File: config.mk
export PLATFORM = sky130hd
export DESIGN_NAME = Vim828Driver
export DESIGN_NICKNAME = d
export VERILOG_FILES = /design/src/common/PanelPkg.sv /design/src/common/DrivePkg.sv /design/src/logic/BiasModulator.sv /design/src/logic/PhaseSequencer.sv /design/src/logic/Vim828Driver.sv /design/src/mapper/SegmentMapper.sv
export SDC_FILE = /design/constraint.sdc
export NUM_CORES = 1
export LEC_CHECK = 0
export BUFFER_PORTS_ARGS = -buffer_cell sky130_fd_sc_hd__buf_4
export CAP_MARGIN = 20
export CORE_UTILIZATION = 47
export DETAILED_ROUTE_END_ITERATION = 12
export GPL_TIMING_DRIVEN = 0
export PLACE_DENSITY = 0.84
export SYNTH_ARGS = -nofsm -noshare
export SYNTH_HDL_FRONTEND = slang
export SYNTH_SLANG_ARGS = --single-unit
File: constraint.sdc
create_clock -name Clock -period 1.9 [get_ports Clock]
set_input_delay 0.285 -clock Clock [delete_from_list [all_inputs] [get_ports Clock]]
set_output_delay 0.285 -clock Clock [all_outputs]
set_load 0.02 [all_outputs]
File: src/common/PanelPkg.sv
// Panel geometry and pin numbering
package PanelPkg;

	// Eight 14-segment characters on 4 commons and 32 segment lines
	localparam int CharCount = 8;
	localparam int ComCount = 4;
	localparam int PinCount = 36;

	// One character, segments a to n plus the decimal point
	typedef struct packed {
		logic dp;
		logic n;
		logic m;
		logic l;
		logic k;
		logic j;
		logic i;
		logic h;
		logic g;
		logic f;
		logic e;
		logic d;
		logic c;
		logic b;
		logic a;
	} glyphT;

	// Character 0 is the rightmost one
	typedef glyphT [CharCount-1:0] panelT;

	typedef logic [5:0] pinIndexT;

	// Commons 0 to 3 sit on pins 1 to 4
	localparam pinIndexT ComPin [ComCount] = '{6'd1, 6'd2, 6'd3, 6'd4};

	localparam pinIndexT FirstSegPin = 6'd5;

	// Role of each of the four segment pins of a character
	typedef enum logic [1:0] {
		SegAbcp = 2'd0,
		SegFed = 2'd1,
		SegIjkn = 2'd2,
		SegHglm = 2'd3
	} segRoleT;

	// Pin number of one segment line of character charIndex
	function automatic pinIndexT segPin(
		input int charIndex,
		input segRoleT role
	);
		int pin;
		pin = int'(FirstSegPin) + 4 * charIndex + int'(role);
		return pinIndexT'(pin);
	endfunction

endpackage

File: src/common/DrivePkg.sv
// Drive phases and 1/3 bias levels
package DrivePkg;

	// Voltage level in thirds of the supply
	typedef logic [1:0] levelT;

	// Indexed by pin number, 1 to 36
	typedef levelT [PanelPkg::PinCount:1] pinLevelsT;

	typedef enum logic {
		HighHalf = 1'b0,
		LowHalf = 1'b1
	} halfT;

	typedef struct packed {
		halfT half;
		logic [1:0] com;
	} phaseT;

	// Each pin swaps to the mirrored level in the low half for DC balance
	localparam levelT ComHighActive = 2'd3;
	localparam levelT ComHighPassive = 2'd1;
	localparam levelT SegHighActive = 2'd0;
	localparam levelT SegHighPassive = 2'd2;
	localparam levelT ComLowActive = 2'd0;
	localparam levelT ComLowPassive = 2'd2;
	localparam levelT SegLowActive = 2'd3;
	localparam levelT SegLowPassive = 2'd1;

	// Clocks per PWM period
	localparam int PwmSteps = 3;

	function automatic levelT comLevel(input halfT half, input logic active);
		if (half == HighHalf) begin
			return active ? ComHighActive : ComHighPassive;
		end
		return active ? ComLowActive : ComLowPassive;
	endfunction

	function automatic levelT segLevel(input halfT half, input logic active);
		if (half == HighHalf) begin
			return active ? SegHighActive : SegHighPassive;
		end
		return active ? SegLowActive : SegLowPassive;
	endfunction

endpackage

File: src/logic/BiasModulator.sv
// 1/3 bias PWM modulator
module BiasModulator (
	input logic Clock,
	input logic Reset,
	input DrivePkg::pinLevelsT Levels_i,
	output logic [PanelPkg::PinCount:1] Pin_o
);

	localparam int CountWidth = $clog2(DrivePkg::PwmSteps);
	localparam int LevelCount = 2 ** $bits(DrivePkg::levelT);
	localparam logic [CountWidth-1:0] LastStep = CountWidth'(DrivePkg::PwmSteps - 1);

	logic [CountWidth-1:0] step;
	logic [LevelCount-1:0] wave;

	// Modulo PwmSteps counter
	always_ff @(posedge Clock or negedge Reset) begin
		if (!Reset) begin
			step <= '0;
		end else if (step == LastStep) begin
			step <= '0;
		end else begin
			step <= step + 1'b1;
		end
	end

	// Level L is high for the first L steps of each period
	always_comb begin
		for (int l = 0; l < LevelCount; l++) begin
			wave[l] = (step < l);
		end
	end

	// Each pin picks the waveform of its level
	always_comb begin
		for (int p = 1; p <= PanelPkg::PinCount; p++) begin
			Pin_o[p] = wave[Levels_i[p]];
		end
	end

	assert property (@(posedge Clock) disable iff (!Reset)
		step < CountWidth'(DrivePkg::PwmSteps))
		else $error("PWM step counter out of range");

endmodule

File: src/logic/PhaseSequencer.sv
// Drive phase sequencer
module PhaseSequencer #(
	parameter int ClockHz = 10_000_000,
	parameter int PhaseUs = 1000
) (
	input logic Clock,
	input logic Reset,
	output DrivePkg::phaseT Phase_o
);

	localparam int PhaseCycles = ClockHz / 1_000_000 * PhaseUs;
	localparam int DividerWidth = (PhaseCycles > 1) ? $clog2(PhaseCycles) : 1;
	localparam logic [1:0] LastCom = 2'(PanelPkg::ComCount - 1);

	logic [DividerWidth-1:0] divider;
	logic strobe;
	DrivePkg::phaseT phase;

	// One-cycle pulse at the end of each phase period
	assign strobe = (divider == DividerWidth'(PhaseCycles - 1));

	always_ff @(posedge Clock or negedge Reset) begin
		if (!Reset) begin
			divider <= '0;
		end else if (strobe) begin
			divider <= '0;
		end else begin
			divider <= divider + 1'b1;
		end
	end

	// Commons 0 to 3 in the high half, then again in the low half
	always_ff @(posedge Clock or negedge Reset) begin
		if (!Reset) begin
			phase.half <= DrivePkg::HighHalf;
			phase.com <= 2'd0;
		end else if (strobe) begin
			if (phase.com == LastCom) begin
				if (phase.half == DrivePkg::HighHalf) begin
					phase.half <= DrivePkg::LowHalf;
				end else begin
					phase.half <= DrivePkg::HighHalf;
				end
			end
			phase.com <= phase.com + 2'd1;
		end
	end

	assign Phase_o = phase;

	// The divider must restart after every strobe
	assert property (@(posedge Clock) disable iff (!Reset) strobe |=> !strobe)
		else $error("Phase strobe held for more than one cycle");

endmodule

File: src/logic/Vim828Driver.sv
// Multiplexed LCD panel driver
module Vim828Driver #(
	parameter int ClockHz = 10_000_000,
	parameter int PhaseUs = 1000
) (
	input logic Clock,
	input logic Reset,
	input PanelPkg::panelT Glyphs_i,
	output logic [PanelPkg::PinCount:1] Pin_o
);

	DrivePkg::phaseT phase;
	DrivePkg::pinLevelsT levels;

	// Eight drive phases per frame
	PhaseSequencer #(
		.ClockHz(ClockHz),
		.PhaseUs(PhaseUs)
	) phaseSequencer (
		.Clock(Clock),
		.Reset(Reset),
		.Phase_o(phase)
	);

	// Level of every pin, one clock behind the phase
	SegmentMapper segmentMapper (
		.Clock(Clock),
		.Reset(Reset),
		.Phase_i(phase),
		.Glyphs_i(Glyphs_i),
		.Levels_o(levels)
	);

	BiasModulator biasModulator (
		.Clock(Clock),
		.Reset(Reset),
		.Levels_i(levels),
		.Pin_o(Pin_o)
	);

endmodule

File: src/mapper/SegmentMapper.sv
// Panel segment mapper
module SegmentMapper (
	input logic Clock,
	input logic Reset,
	input DrivePkg::phaseT Phase_i,
	input PanelPkg::panelT Glyphs_i,
	output DrivePkg::pinLevelsT Levels_o
);

	// First phase after reset
	localparam DrivePkg::phaseT ResetPhase = '{half: DrivePkg::HighHalf, com: 2'd0};

	DrivePkg::pinLevelsT levels;

	// Pin levels of one phase for the whole panel
	function automatic DrivePkg::pinLevelsT mapPanel(
		input DrivePkg::phaseT phase,
		input PanelPkg::panelT glyphs
	);
		DrivePkg::pinLevelsT pinLevels;
		PanelPkg::glyphT glyph;
		logic abcp;
		logic fed;
		logic ijkn;
		logic hglm;
		pinLevels = '0;
		for (int c = 0; c < PanelPkg::ComCount; c++) begin
			pinLevels[PanelPkg::ComPin[c]] = DrivePkg::comLevel(phase.half, phase.com == c);
		end
		for (int k = 0; k < PanelPkg::CharCount; k++) begin
			glyph = glyphs[k];
			case (phase.com)
				2'd0: begin
					abcp = glyph.a;
					// FED line has no segment on common 0
					fed = 1'b0;
					ijkn = glyph.i;
					hglm = glyph.h;
				end
				2'd1: begin
					abcp = glyph.b;
					fed = glyph.f;
					ijkn = glyph.j;
					hglm = glyph.g;
				end
				2'd2: begin
					abcp = glyph.c;
					fed = glyph.e;
					ijkn = glyph.k;
					hglm = glyph.l;
				end
				default: begin
					abcp = glyph.dp;
					fed = glyph.d;
					ijkn = glyph.n;
					hglm = glyph.m;
				end
			endcase
			pinLevels[PanelPkg::segPin(k, PanelPkg::SegAbcp)] =
				DrivePkg::segLevel(phase.half, abcp);
			pinLevels[PanelPkg::segPin(k, PanelPkg::SegFed)] =
				DrivePkg::segLevel(phase.half, fed);
			pinLevels[PanelPkg::segPin(k, PanelPkg::SegIjkn)] =
				DrivePkg::segLevel(phase.half, ijkn);
			pinLevels[PanelPkg::segPin(k, PanelPkg::SegHglm)] =
				DrivePkg::segLevel(phase.half, hglm);
		end
		return pinLevels;
	endfunction

	// Commons that sit at the active level of the given half
	function automatic logic [PanelPkg::ComCount-1:0] activeComs(
		input DrivePkg::pinLevelsT pinLevels,
		input DrivePkg::halfT half
	);
		logic [PanelPkg::ComCount-1:0] active;
		for (int c = 0; c < PanelPkg::ComCount; c++) begin
			active[c] = (pinLevels[PanelPkg::ComPin[c]] == DrivePkg::comLevel(half, 1'b1));
		end
		return active;
	endfunction

	// Blank panel pattern of the first phase while in reset
	always_ff @(posedge Clock or negedge Reset) begin
		if (!Reset) begin
			levels <= mapPanel(ResetPhase, '0);
		end else begin
			levels <= mapPanel(Phase_i, Glyphs_i);
		end
	end

	assign Levels_o = levels;

	// Levels lag the phase by one clock, so check against the previous half
	assert property (@(posedge Clock) disable iff (!Reset)
		$onehot(activeComs(Levels_o, $past(Phase_i.half))))
		else $error("Common lines do not select exactly one active common");

endmodule

==> impl_metrics.py <==
metrics = {
    "pwr": {
        "finalPower_mw": 2.92,
        "vdd_drop_max_uv": 362,
        "powerDensity_mw_per_mm2": 579,
        "leakagePower_nw": 2.41,
    },
    "yosys": {
        "synth_top_area_cell": "dfstp_2",
        "ys_types": 29,
        "synth_area_mm2": 0.00332,
        "syn_area_per_cell_um2": 10.2,
        "netlist_instances": 326,
        "synth_edf_count": 0,
        "synth_nets": 453,
        "synth_ff_type": "dfstp_2",
        "synth_area_leaders": "dfstp_2 (27%), dfrtp_1 (17%), xnor2_1 (11%), a222oi_1 (7.2%), mux2i_1 (7.2%)",
        "ys_ff_latch": 57,
        "synth.top_cells.by_count": "xnor2_1 (40), dfstp_2 (34), a21o_1 (32), inv_1 (31)",
        "ys_warn_count": 0,
        "synth.most_common_cell": "xnor2_1",
        "seq_area_frac_synth_pct": 44.3,
        "synth_top_area_share_pct": 26.9,
        "synthArstFlopShare_pct": 100,
    },
    "route": {
        "routed_wl_mm": 10.2,
        "post-route-drc-count": 0,
        "first_pass_iters": 8,
        "num_vias": 3180,
        "avgRoutedWirePerCell_um": 17.2,
        "vias_per_cell": 5.35,
        "drtIter0Drc": 334,
        "ant_nets": 0,
    },
    "setup_path": {
        "worstPathMaxFanout": 10,
        "endpoint_kind": "output pin",
        "worstSetupStartpointType": "register",
        "crit_arrival_ns": 1.59,
        "critPathKind": "register to output pin",
        "cp.required_ns": 1.62,
    },
    "global_route": {
        "use_met3_pct": 5.58,
        "grt_util_met2_pct": 45.6,
        "grt_busiest_layer": "met2",
        "grt_pass1_wl_mm": 15.1,
        "grtUsageMet1_pct": 33.8,
        "antenna_found_initial": 0,
        "overflow": 0,
        "grt_max_degree": 58,
        "grt_usage_pct": 27.0,
        "grt_pass1_vias": 3100,
    },
    "clocking": {
        "path_clk_slew_ns": 0.07,
        "cts_buffer_depth": 2,
        "htreeDepth": 3,
        "cts.sinks": 57,
        "cts_tree": "done",
        "hold_buffers": 0,
        "cts-buffers-inserted": 9,
        "worstSkewPairLatency_ns": 0.35,
        "root_buffer": "clkbuf_8",
    },
    "sta": {
        "layout_setup_ws_ns": 0.0280,
        "tightest_slew_ns": 0.771,
        "whs_ns": -0.0162,
        "setup_viol": 0,
        "relSlewSlack_pct": 48.6,
        "slew_violations": 0,
        "min_period_over_period_pct": 98.5,
        "max_freq_mhz": 534,
        "hold_viol": 23,
        "rsz0062_at_grt": "true",
        "post-route-min-period_ns": 1.87,
        "finClkSkew_ns": 0.00839,
    },
    "run_status": {
        "status": "finished, violations left",
        "violations": "negative hold slack",
    },
    "hold_path": {
        "hold_path.class": "primary input to asynchronous set/reset pin",
    },
    "floorplanning": {
        "fp.dieW_um": 86.0,
        "core-area_mm2": 0.00679,
        "initial_core_util_pct": 48.9,
        "dieArea_mm2": 0.00740,
        "rows": 30,
        "io_pins": 158,
        "die_y_um": 86.0,
    },
    "place": {
        "dpl.hpwl_mm": 7.23,
        "place_ws_ns": -0.177,
        "placed_cell_area_mm2": 0.00462,
        "port_buffers": 157,
        "gp_congestion": 0.843,
    },
    "layout": {
        "nNetsFinal": 620,
        "utilization_pct": 74.1,
        "multi_input_area_mm2": 0.00165,
        "drive_above_1_share_pct": 48.2,
        "nFillCells": 461,
        "final_cell_area_mm2": 0.00503,
        "regArea_mm2": 0.00147,
        "areaGrowthSynthToFinish_pct": 51.7,
        "antenna_cells": 0,
    },
    "flow_run": {
        "maxCapViolCount": 0,
    },
}
-- cell usage in the layout, fill, tap and decap left out, drive strengths merged, types with 2 or more instances in the layout --
cell	instances
nor3	5
nor4	2
clkinvlp	2
a21o	32
xnor2	40
dfstp	34
buf	170
nor2	13
mux2i	24
nand3	6
clkbuf	25
nor2b	2
dfrtp	23
bufinv	2
nand2	16
a222oi	24
ha	5
a22oi	8
nand4	4
inv	31
o21ai	15
xor2	9
-- cell type report --
| type | count | area share (%) |
|---|---|---|
| repair buffers | 159 | 25.4 |
| plain buffers | 25 | 3.80 |
| well taps | 96 | 2.39 |
| clock inverters | 5 | 1.59 |
| clock buffers | 11 | 2.61 |
| inverters | 31 | 2.31 |
| flip-flops and latches | 57 | 29.2 |
| multi-input cells | 210 | 32.7 |
-- sequential cells by signal (all words and copies together) (netlist names) --
register,count
biasModulator.step,2
phaseSequencer.divider,14
segmentMapper.Levels_o,38
phaseSequencer.Phase_o,3
-- path summary, 6_finish.rpt --
| path | cells past startpoint | from | slack (ns) | to |
|---|---|---|---|---|
| max | 5 | biasModulator.step[1] | 0.03 | Pin_o[23] |
| min in group Clock | 4 | Glyphs_i[18] | 0.21 | segmentMapper.Levels_o[19] |
| min reg2reg | 0 | phaseSequencer.Phase_o[2] | 0.39 | segmentMapper.Levels_o[8] |
| max reg2reg | 6 | phaseSequencer.Phase_o[0] | 0.06 | segmentMapper.Levels_o[41] |
| max in group asynchronous | 1 | Reset | 1.42 | biasModulator.step[0] |
| min | 1 | Reset | -0.02 | phaseSequencer.divider[0] |
-- cell families (layout without fill, tap and decap cells) --
logic type / Yosys count / after routing / share of synthesized area, %
adders and majority gates: 5 / 5 / 1.88
and+or+nand+nor: 52 / 52 / 7.95
AOI/OAI and AO/OA: 80 / 80 / 18.7
buffers and inverters: 59 / 231 / 7.05
DFF: 57 / 57 / 44.3
xor gates and xnor gates: 49 / 49 / 12.9
muxes: 24 / 24 / 7.24
-- what timing repair did --
action	CTS	global route
gates resized for setup	33	41
pin swaps	2	2
endpoints found under the hold margin	0	0
setup endpoints to repair	63	62
setup buffers	1	1
-- per-layer routing --
metal	share of wire (%)	wire [um]
met5	0	0
met4	1.9	191
met3	5.5	560
met2	52	5320
met1	40	4120
-- critical path, stage by stage, from the launching register on --
cell     delay, ns
dfrtp_2       0.48
nor3_4        0.24
buf_12        0.15
buf_8         0.12
a21o_1        0.12
buf_6         0.12
-- power breakdown --
group	switching [mW]	internal, mW	total, mW
sequential	0.00841	1.26	1.27
clock	0.501	0.736	1.24
combinational	0.155	0.255	0.410
-- stage by stage --
stage / hold slack, ns / setup TNS, ns / cells
finish: -0.0162 / 0 / 594
global route: 0.0300 / -0.404 / 594
floorplan: -0.0106 / 0 / 326
detailed placement: 0.377 / -4.34 / 579
CTS: 0.00965 / 0 / 595
global placement: 0.370 / -2.46 / 579
No activity file was read; power rests on OpenSTA's default activity.
